`src/pokerPkg.sv`:
```
`default_nettype none

package pokerPkg;

	// hand geometry
	localparam int NumCards = 5;
	localparam int SuitWidth = 2;
	localparam int RankWidth = 4;
	localparam int CardWidth = SuitWidth + RankWidth;
	localparam int CategoryWidth = 4;

	// field types, suit sits above rank inside a card
	typedef logic [SuitWidth-1:0] suitT;
	typedef logic [RankWidth-1:0] rankT;
	typedef logic [CardWidth-1:0] cardT;
	// card 0 in the lowest bits
	typedef logic [NumCards*CardWidth-1:0] handT;
	typedef logic [CategoryWidth-1:0] categoryT;

	// rank values with a special role
	localparam rankT AceRank = 4'd1;
	localparam rankT KingRank = 4'd13;
	// lowest rank of 10-J-Q-K-A
	localparam rankT AceHighRank = 4'd10;

	// category codes, higher value beats lower
	localparam categoryT CatHighCard = 4'd0;
	localparam categoryT CatOnePair = 4'd1;
	localparam categoryT CatTwoPairs = 4'd2;
	localparam categoryT CatThreeKind = 4'd3;
	localparam categoryT CatStraight = 4'd4;
	localparam categoryT CatFlush = 4'd5;
	localparam categoryT CatFullHouse = 4'd6;
	localparam categoryT CatFourKind = 4'd7;
	localparam categoryT CatStraightFlush = 4'd8;

endpackage

`default_nettype wire

```
`src/laneIf.sv`:
```
`default_nettype none

interface laneIf;
	import pokerPkg::*;

	// single-cycle strobe, hand is valid with it
	logic handValid;
	handT hand;
	// comes back exactly two cycles after handValid
	logic resultValid;
	categoryT category;

	modport dispatcher (output handValid, output hand);
	modport lane (input handValid, input hand, output resultValid, output category);
	modport collector (input resultValid, input category);

endinterface

`default_nettype wire

```
`src/handDispatcher.sv`:
```
`default_nettype none

module handDispatcher #(
	parameter int NumLanes = 3,
	parameter int InDepth = 4,
	parameter int ResultDepth = 4
) (
	input  logic clk,
	input  logic reset,
	input  logic inValid,
	input  pokerPkg::handT inHand,
	output logic inCredit,
	input  logic resultCredit,
	laneIf.dispatcher lanes [NumLanes]
);
	import pokerPkg::*;

	localparam int PtrWidth = (InDepth > 1) ? $clog2(InDepth) : 1;
	localparam int CountWidth = $clog2(InDepth + 1);
	localparam int CreditWidth = $clog2(ResultDepth + 1);
	localparam int LaneWidth = (NumLanes > 1) ? $clog2(NumLanes) : 1;

	// input fifo storage
	handT handBuf [InDepth];
	logic [PtrWidth-1:0] wrPtr;
	logic [PtrWidth-1:0] rdPtr;
	logic [CountWidth-1:0] count;
	// free slots in the collector's result buffer
	logic [CreditWidth-1:0] slotCredits;
	// lane that gets the next hand
	logic [LaneWidth-1:0] lanePtr;
	logic [NumLanes-1:0] issueValid;
	handT issueHand;
	logic issue;

	// a hand leaves only when it already owns a result slot
	assign issue = (count != '0) && (slotCredits != '0);

	// payload path
	always_ff @(posedge clk) begin
		if (inValid) begin
			handBuf[wrPtr] <= inHand;
		end
		if (issue) begin
			issueHand <= handBuf[rdPtr];
		end
	end

	always_ff @(posedge clk) begin
		if (reset) begin
			wrPtr <= '0;
			rdPtr <= '0;
			count <= '0;
			slotCredits <= CreditWidth'(ResultDepth);
			lanePtr <= '0;
			issueValid <= '0;
			inCredit <= 1'b0;
		end else begin
			// one credit back upstream per popped hand
			inCredit <= issue;
			issueValid <= '0;
			if (inValid) begin
				if (wrPtr == PtrWidth'(InDepth - 1)) begin
					wrPtr <= '0;
				end else begin
					wrPtr <= wrPtr + PtrWidth'(1);
				end
			end
			if (issue) begin
				if (rdPtr == PtrWidth'(InDepth - 1)) begin
					rdPtr <= '0;
				end else begin
					rdPtr <= rdPtr + PtrWidth'(1);
				end
				// round robin from lane 0
				if (lanePtr == LaneWidth'(NumLanes - 1)) begin
					lanePtr <= '0;
				end else begin
					lanePtr <= lanePtr + LaneWidth'(1);
				end
				issueValid[lanePtr] <= 1'b1;
			end
			count <= count + CountWidth'(inValid) - CountWidth'(issue);
			slotCredits <= slotCredits - CreditWidth'(issue) + CreditWidth'(resultCredit);
		end
	end

	// every lane sees the same hand, only its strobe differs
	for (genvar i = 0; i < NumLanes; i++) begin : laneDrive
		assign lanes[i].handValid = issueValid[i];
		assign lanes[i].hand = issueHand;
	end

	// upstream must hold a credit, so the fifo has room
	inputNoOverflow: assert property (@(posedge clk) disable iff (reset)
		inValid |-> (count < CountWidth'(InDepth)));

	// collector never returns more slots than exist
	slotCreditBound: assert property (@(posedge clk) disable iff (reset)
		slotCredits <= CreditWidth'(ResultDepth));

endmodule

`default_nettype wire

```
`src/rankGroupCounter.sv`:
```
`default_nettype none

module rankGroupCounter (
	input  pokerPkg::rankT ranks [pokerPkg::NumCards],
	output logic onePair,
	output logic twoPairs,
	output logic threeKind,
	output logic fullHouse,
	output logic fourKind
);
	import pokerPkg::*;

	localparam int MatchWidth = $clog2(NumCards + 1);

	// sameRank[i][j] set when cards i and j share a rank
	logic [NumCards-1:0] sameRank [NumCards];
	// how many other cards match card i
	logic [MatchWidth-1:0] matchCount [NumCards];
	// cards that belong to any group
	logic [MatchWidth-1:0] pairedCards;
	logic exactPair;
	logic exactTrip;

	// ten pairwise compares, mirrored into the full matrix
	always_comb begin
		for (int i = 0; i < NumCards; i++) begin
			sameRank[i] = '0;
		end
		for (int i = 0; i < NumCards; i++) begin
			for (int j = i + 1; j < NumCards; j++) begin
				sameRank[i][j] = (ranks[i] == ranks[j]);
				sameRank[j][i] = (ranks[i] == ranks[j]);
			end
		end
	end

	always_comb begin
		pairedCards = '0;
		onePair = 1'b0;
		threeKind = 1'b0;
		fourKind = 1'b0;
		exactPair = 1'b0;
		exactTrip = 1'b0;
		for (int i = 0; i < NumCards; i++) begin
			matchCount[i] = MatchWidth'($countones(sameRank[i]));
			if (matchCount[i] != '0) begin
				pairedCards = pairedCards + MatchWidth'(1);
				onePair = 1'b1;
			end
			// a card in a trip matches two others, in quads three
			if (matchCount[i] >= MatchWidth'(2)) begin
				threeKind = 1'b1;
			end
			if (matchCount[i] >= MatchWidth'(3)) begin
				fourKind = 1'b1;
			end
			if (matchCount[i] == MatchWidth'(1)) begin
				exactPair = 1'b1;
			end
			if (matchCount[i] == MatchWidth'(2)) begin
				exactTrip = 1'b1;
			end
		end
		// four grouped cards means two pairs, quads and full house included
		twoPairs = (pairedCards >= MatchWidth'(4));
		fullHouse = exactTrip && exactPair;
	end

endmodule

`default_nettype wire

```
`src/handClassifier.sv`:
```
`default_nettype none

module handClassifier (
	input logic clk,
	input logic reset,
	laneIf.lane lane
);
	import pokerPkg::*;

	// card fields of the incoming hand
	cardT cards [NumCards];
	rankT ranks [NumCards];
	suitT suits [NumCards];

	// stage one inputs
	logic onePair;
	logic twoPairs;
	logic threeKind;
	logic fullHouse;
	logic fourKind;
	logic flush;
	logic straight;
	rankT minRank;
	rankT maxRank;
	logic aceHigh;

	// stage one registers
	logic s1Valid;
	logic s1OnePair;
	logic s1TwoPairs;
	logic s1ThreeKind;
	logic s1FullHouse;
	logic s1FourKind;
	logic s1Flush;
	logic s1Straight;

	// stage two registers
	logic s2Valid;
	categoryT s2Category;

	for (genvar i = 0; i < NumCards; i++) begin : cardSplit
		assign cards[i] = lane.hand[i*CardWidth +: CardWidth];
		assign ranks[i] = cards[i][RankWidth-1:0];
		assign suits[i] = cards[i][CardWidth-1 -: SuitWidth];
	end

	rankGroupCounter groups (
		.ranks(ranks),
		.onePair(onePair),
		.twoPairs(twoPairs),
		.threeKind(threeKind),
		.fullHouse(fullHouse),
		.fourKind(fourKind)
	);

	always_comb begin
		flush = 1'b1;
		minRank = ranks[0];
		maxRank = ranks[0];
		aceHigh = 1'b1;
		for (int i = 0; i < NumCards; i++) begin
			if (suits[i] != suits[0]) begin
				flush = 1'b0;
			end
			if (ranks[i] < minRank) begin
				minRank = ranks[i];
			end
			if (ranks[i] > maxRank) begin
				maxRank = ranks[i];
			end
			// only ace or ten..king fits 10-J-Q-K-A
			if (ranks[i] != AceRank && (ranks[i] < AceHighRank || ranks[i] > KingRank)) begin
				aceHigh = 1'b0;
			end
		end
		// distinct ranks spanning exactly four, so Q-K-A-2-3 fails
		straight = !onePair && (((maxRank - minRank) == rankT'(NumCards - 1)) || aceHigh);
	end

	always_ff @(posedge clk) begin
		s1OnePair <= onePair;
		s1TwoPairs <= twoPairs;
		s1ThreeKind <= threeKind;
		s1FullHouse <= fullHouse;
		s1FourKind <= fourKind;
		s1Flush <= flush;
		s1Straight <= straight;
		// strongest category wins
		if (s1Straight && s1Flush) begin
			s2Category <= CatStraightFlush;
		end else if (s1FourKind) begin
			s2Category <= CatFourKind;
		end else if (s1FullHouse) begin
			s2Category <= CatFullHouse;
		end else if (s1Flush) begin
			s2Category <= CatFlush;
		end else if (s1Straight) begin
			s2Category <= CatStraight;
		end else if (s1ThreeKind) begin
			s2Category <= CatThreeKind;
		end else if (s1TwoPairs) begin
			s2Category <= CatTwoPairs;
		end else if (s1OnePair) begin
			s2Category <= CatOnePair;
		end else begin
			s2Category <= CatHighCard;
		end
	end

	// valid bit rides along with the data
	always_ff @(posedge clk) begin
		if (reset) begin
			s1Valid <= 1'b0;
			s2Valid <= 1'b0;
		end else begin
			s1Valid <= lane.handValid;
			s2Valid <= s1Valid;
		end
	end

	assign lane.resultValid = s2Valid;
	assign lane.category = s2Category;

endmodule

`default_nettype wire

```
`src/resultCollector.sv`:
```
`default_nettype none

module resultCollector #(
	parameter int NumLanes = 3,
	parameter int ResultDepth = 4,
	parameter int SinkDepth = 2
) (
	input  logic clk,
	input  logic reset,
	laneIf.collector lanes [NumLanes],
	output logic resultCredit,
	output logic outValid,
	output pokerPkg::categoryT outCategory,
	input  logic outCredit
);
	import pokerPkg::*;

	localparam int PtrWidth = (ResultDepth > 1) ? $clog2(ResultDepth) : 1;
	localparam int CountWidth = $clog2(ResultDepth + 1);
	localparam int SinkWidth = $clog2(SinkDepth + 1);
	localparam int LaneWidth = (NumLanes > 1) ? $clog2(NumLanes) : 1;

	// lane outputs gathered into arrays for indexing
	logic [NumLanes-1:0] laneValid;
	categoryT laneCategory [NumLanes];

	// result fifo
	categoryT resultBuf [ResultDepth];
	logic [PtrWidth-1:0] wrPtr;
	logic [PtrWidth-1:0] rdPtr;
	logic [CountWidth-1:0] count;
	// free slots at the downstream receiver
	logic [SinkWidth-1:0] sinkCredits;
	// lane that holds the oldest hand in flight
	logic [LaneWidth-1:0] expectLane;
	logic accept;

	for (genvar i = 0; i < NumLanes; i++) begin : laneGather
		assign laneValid[i] = lanes[i].resultValid;
		assign laneCategory[i] = lanes[i].category;
	end

	// hands were issued round robin, so results arrive in the same rotation
	assign accept = laneValid[expectLane];
	assign outValid = (count != '0) && (sinkCredits != '0);
	assign outCategory = resultBuf[rdPtr];

	// no room check needed, the dispatcher reserved the slot
	always_ff @(posedge clk) begin
		if (accept) begin
			resultBuf[wrPtr] <= laneCategory[expectLane];
		end
	end

	always_ff @(posedge clk) begin
		if (reset) begin
			wrPtr <= '0;
			rdPtr <= '0;
			count <= '0;
			sinkCredits <= SinkWidth'(SinkDepth);
			expectLane <= '0;
			resultCredit <= 1'b0;
		end else begin
			// slot freed, hand it back to the dispatcher
			resultCredit <= outValid;
			if (accept) begin
				if (wrPtr == PtrWidth'(ResultDepth - 1)) begin
					wrPtr <= '0;
				end else begin
					wrPtr <= wrPtr + PtrWidth'(1);
				end
				if (expectLane == LaneWidth'(NumLanes - 1)) begin
					expectLane <= '0;
				end else begin
					expectLane <= expectLane + LaneWidth'(1);
				end
			end
			if (outValid) begin
				if (rdPtr == PtrWidth'(ResultDepth - 1)) begin
					rdPtr <= '0;
				end else begin
					rdPtr <= rdPtr + PtrWidth'(1);
				end
			end
			count <= count + CountWidth'(accept) - CountWidth'(outValid);
			sinkCredits <= sinkCredits - SinkWidth'(outValid) + SinkWidth'(outCredit);
		end
	end

	// any other lane finishing means the rotation broke
	laneInTurn: assert property (@(posedge clk) disable iff (reset)
		(laneValid & ~(NumLanes'(1) << expectLane)) == '0);

	// the sink never frees more slots than it has
	sinkCreditBound: assert property (@(posedge clk) disable iff (reset)
		sinkCredits <= SinkWidth'(SinkDepth));

endmodule

`default_nettype wire

```
`src/pokerHandEvaluator.sv`:
```
`default_nettype none

module pokerHandEvaluator #(
	parameter int NumLanes = 3,
	parameter int InDepth = 4,
	parameter int ResultDepth = 4,
	parameter int SinkDepth = 2
) (
	input  logic clk,
	input  logic reset,
	input  logic inValid,
	input  pokerPkg::handT inHand,
	output logic inCredit,
	output logic outValid,
	output pokerPkg::categoryT outCategory,
	input  logic outCredit
);

	// one link per classifier lane
	laneIf lanes [NumLanes] ();
	// result slots handed back from collector to dispatcher
	logic resultCredit;

	handDispatcher #(
		.NumLanes(NumLanes),
		.InDepth(InDepth),
		.ResultDepth(ResultDepth)
	) dispatcher (
		.clk(clk),
		.reset(reset),
		.inValid(inValid),
		.inHand(inHand),
		.inCredit(inCredit),
		.resultCredit(resultCredit),
		.lanes(lanes)
	);

	for (genvar i = 0; i < NumLanes; i++) begin : laneGen
		handClassifier classifier (
			.clk(clk),
			.reset(reset),
			.lane(lanes[i])
		);
	end

	resultCollector #(
		.NumLanes(NumLanes),
		.ResultDepth(ResultDepth),
		.SinkDepth(SinkDepth)
	) collector (
		.clk(clk),
		.reset(reset),
		.lanes(lanes),
		.resultCredit(resultCredit),
		.outValid(outValid),
		.outCategory(outCategory),
		.outCredit(outCredit)
	);

endmodule

`default_nettype wire

```
`config.mk`:
```
export PLATFORM = sky130hd
export DESIGN_NAME = pokerHandEvaluator
export DESIGN_NICKNAME = d
export VERILOG_FILES = /design/src/pokerPkg.sv /design/src/laneIf.sv /design/src/handDispatcher.sv /design/src/rankGroupCounter.sv /design/src/handClassifier.sv /design/src/resultCollector.sv /design/src/pokerHandEvaluator.sv
export SDC_FILE = /design/constraint.sdc
export NUM_CORES = 1
export LEC_CHECK = 0
export ABC_AREA = 1
export BUFFER_PORTS_ARGS = -buffer_cell sky130_fd_sc_hd__buf_4
export CAP_MARGIN = 20
export CORE_ASPECT_RATIO = 0.9
export CORE_MARGIN = 2
export CORE_UTILIZATION = 40
export DETAILED_ROUTE_END_ITERATION = 12
export PLACE_DENSITY = 0.58
export SLEW_MARGIN = 20
export SYNTH_ARGS = -nofsm -noshare
export SYNTH_HDL_FRONTEND = slang
export SYNTH_SLANG_ARGS = --single-unit
export TNS_END_PERCENT = 1
```
`constraint.sdc`:
```
create_clock -name clk -period 4.6 [get_ports clk]
set_clock_uncertainty 0.1 [all_clocks]
set_input_delay 0.46 -clock clk [delete_from_list [all_inputs] [get_ports clk]]
set_output_delay 0.46 -clock clk [all_outputs]
set_load 0.01 [all_outputs]
```
==> reports/qor.csv <==
stage,metric,value,unit
place,place_area,11200,um2
global_route,met3_usage,0.0282,
run_status,status,"complete, but fails checks",
logic_synthesis,ys_ff_latch,213,
final_layout,area_growth,18.8,%
timing,slew_headroom,0.315,
clocking,clk_latency,0.51,ns
global_route,grtUsageMet1,0.222,
global_route,grt_overflow_total,0,
setup_path,critPathKind,register to register,
logic_synthesis,syn_area,10200,um2
setup_path,cpMaxStageDelayCell,edfxtp_1,
setup_path,r2r_start,dispatcher.lanes[0].hand[9],
route,viasPerCell,4.86,
logic_synthesis,synth_top_area_frac,0.490,
logic_synthesis,syn_inst,961,
setup_path,crit_buf_inv,4,
setup_path,crit_fanout,8,
logic_synthesis,synth_edf_count,166,
logic_synthesis,synth-seq-area-share,0.582,
route,drc,0,
floorplan,die_x,172,um
route,drt-pass1-iter-count,5,
logic_synthesis,syn_nets,1069,
floorplan,core_area,25000,um2
clocking,clock_path_buffers,3,
place,gp_congestion,0.851,
logic_synthesis,synth_ff_type,edfxtp_1,
logic_synthesis,synthArstFlopShare,0,
clocking,clkTransAtPathRegs,0.07,ns
global_route,grt.busiest_layer,met2,
setup_path,cp_common_cell,nand2_4,
timing,period_minus_slack,4.65,ns
floorplan,rows,55,
timing,rsz0062_at_grt,yes,
clocking,numClockSinks,213,
setup_path,r2r_setup_slack,-0.05,ns
hold_path,min_path_type,primary input to register,
setup_path,start_kind,register,
setup_path,worstPathArrival,5.00,ns
floorplan,die_area,26700,um2
route,ant_nets,0,
timing,tightestPinTransition,1.03,ns
route,wl,20500,um
timing,max_freq,215,MHz
timing,hold_viol_final,0,
logic_synthesis,synth.most_common_cell,edfxtp_1,
logic_synthesis,synth_largest_area_cell,edfxtp_1,
global_route,grt_pass1_wl,34400,um
global_route,antenna_found_initial,0,
logic_synthesis,avgSynthCellArea,10.6,um2
timing,setup_slack,-0.0484,ns
place,post-dp-hpwl,13500,um
logic_synthesis,synthTopCellsByCount,"edfxtp_1 (166), inv_1 (113), nor2_1 (112), nand2_1 (98), o21ai_0 (89)",
logic_synthesis,synth.area.top_cells,"edfxtp_1 (49%), dfxtp_1 (9.2%), ha_1 (8.1%)",
setup_path,max_stage_delay,0.43,ns
timing,slew_viol_final,0,
floorplan,fp.dieH,155,um
setup_path,startpoint,dispatcher.lanes[0].hand[9],
route,wl_per_cell,14.5,um
final_layout,layout-drive-gt1-share,0.178,
logic_synthesis,synth_cell_types,44,
place,io_buffers,39,
floorplan,floorplan.initialDensity,0.406,
timing,fin_setup_tns,-0.0484,ns
floorplan,ios,40,
timing,timing.hold.ws,0.0529,ns
timing,final.period_utilization,1.01,
setup_path,crit_path_end_kind,register,
route,drt_iter0_drc,362,
clocking,cts_tree,done,
clocking,cts_root_buf,clkbuf_16,
setup_path,cp_top_family,simple AND/OR/NAND/NOR gates,
clocking,cts_buffers,23,
final_layout,layout.nets,1162,
setup_path,required,4.95,ns
run,drv_cap,0,
global_route,grt_max_degree,42,
global_route,grt_pass1_vias,6718,
hold_path,min-delay-start,inHand[9],
clocking,htree_levels,1,
run_status,violations,negative setup slack,
place,dpl_worst_slack,-0.203,ns
global_route,grt_use_met2,0.266,
timing,setup_viol,1,
global_route,grt.total_usage,0.161,
final_layout,diodes,0,
final_layout,finalInstanceArea,12100,um2
route,num_vias,6851,
logic_synthesis,ys.warnings.count,0,
## registers in the layout, summed over array words and instances (netlist names), 2 cells and up, named ones only
| register | flops |
|---|---|
| dispatcher.handBuf | 120 |
| dispatcher.lanes.hand | 30 |
| collector.resultBuf | 16 |
| laneGen.classifier.lane.category | 4 |
| collector.count | 3 |
| dispatcher.count | 3 |
| dispatcher.issueValid | 3 |
| dispatcher.slotCredits | 3 |
| laneGen.classifier.lane.resultValid | 3 |
| laneGen.classifier.s1Valid | 3 |
| collector.expectLane | 2 |
| collector.rdPtr | 2 |
| collector.sinkCredits | 2 |
| collector.wrPtr | 2 |
| dispatcher.lanePtr | 2 |
| dispatcher.rdPtr | 2 |
| dispatcher.wrPtr | 2 |
## metal layers
| layer | share of wire | vias up |
|---|---|---|
| met3 | 0.042 | 30 |
| met1 | 0.47 | 3229 |
| met4 | 0.020 | 0 |
| met5 | 0 | - |
| met2 | 0.47 | 94 |
| li1 | - | 3498 |
## cell usage in the layout, fill, tap and decap left out, types with 5 or more instances in the layout
cell type    n
nand4_1      8
a21oi_1     28
nand2_4      5
xor2_1      22
xnor2_1     15
ha_1        61
buf_4      105
o22ai_1     37
ha_4         5
inv_1      106
o21ai_1     14
o21ai_0     83
fa_1         8
clkinv_1     7
nor2_1     111
edfxtp_1   166
clkbuf_16   23
inv_2        9
dfxtp_1     46
nand2_1     91
nor3_1      14
nand2_2     17
clkbuf_1     9
nand3_1     18
## repair_timing
action                     4_1_cts  5_1_grt
hold buffers                     0        0
setup buffers                   16        1
pin swaps                       27        1
resized for setup               25        3
setup endpoints to repair        1        1
## path summary, 6_finish.rpt
path,end,cells after the start
setup reg to reg,laneGen[0].classifier.s1Straight,36
setup / recovery,laneGen[0].classifier.s1Straight,36
hold reg to reg,laneGen[0].classifier.lane.resultValid,2
hold / removal,dispatcher.handBuf[1][9],1
## cells by family (layout without fill, tap and decap cells)
kind of cell / after synthesis / count (layout) / synth area share
buf+inv: 156 / 264 / 0.0578
fa+ha+maj: 74 / 74 / 0.0969
flops: 213 / 213 / 0.582
xor+xnor: 37 / 37 / 0.0318
compound gates: 191 / 191 / 0.106
simple gates: 290 / 290 / 0.126
## through the flow
step | cells | util
after detailed placement | 1354 | 0.446
final | 1411 | 0.483
after CTS | 1410 | 0.482
after global placement | 1354 | 0.446
after floorplan | 961 | -
after global routing | 1411 | 0.483
## worst register-to-register path, delay by kind of cell, from the launching register on
kind | cells | cell delay [ns]
AOI/OAI and AO/OA | 7 | 0.71
and+or+nand+nor | 20 | 1.69
buffers and inverters | 4 | 0.26
adders and majority gates | 5 | 1.39
DFF | 1 | 0.43
## final cells by class
class	instances	area [um2]
repair buffers	105	788
inverters	119	447
multi-input cells	592	3820
well taps	342	428
clock buffers	32	609
flip-flops and latches	213	5930
clock inverters	8	70.1
fillers	2316	13000
Power is not shown: default switching activity piles up to over one toggle a cycle in this logic, so the estimate is an artifact.
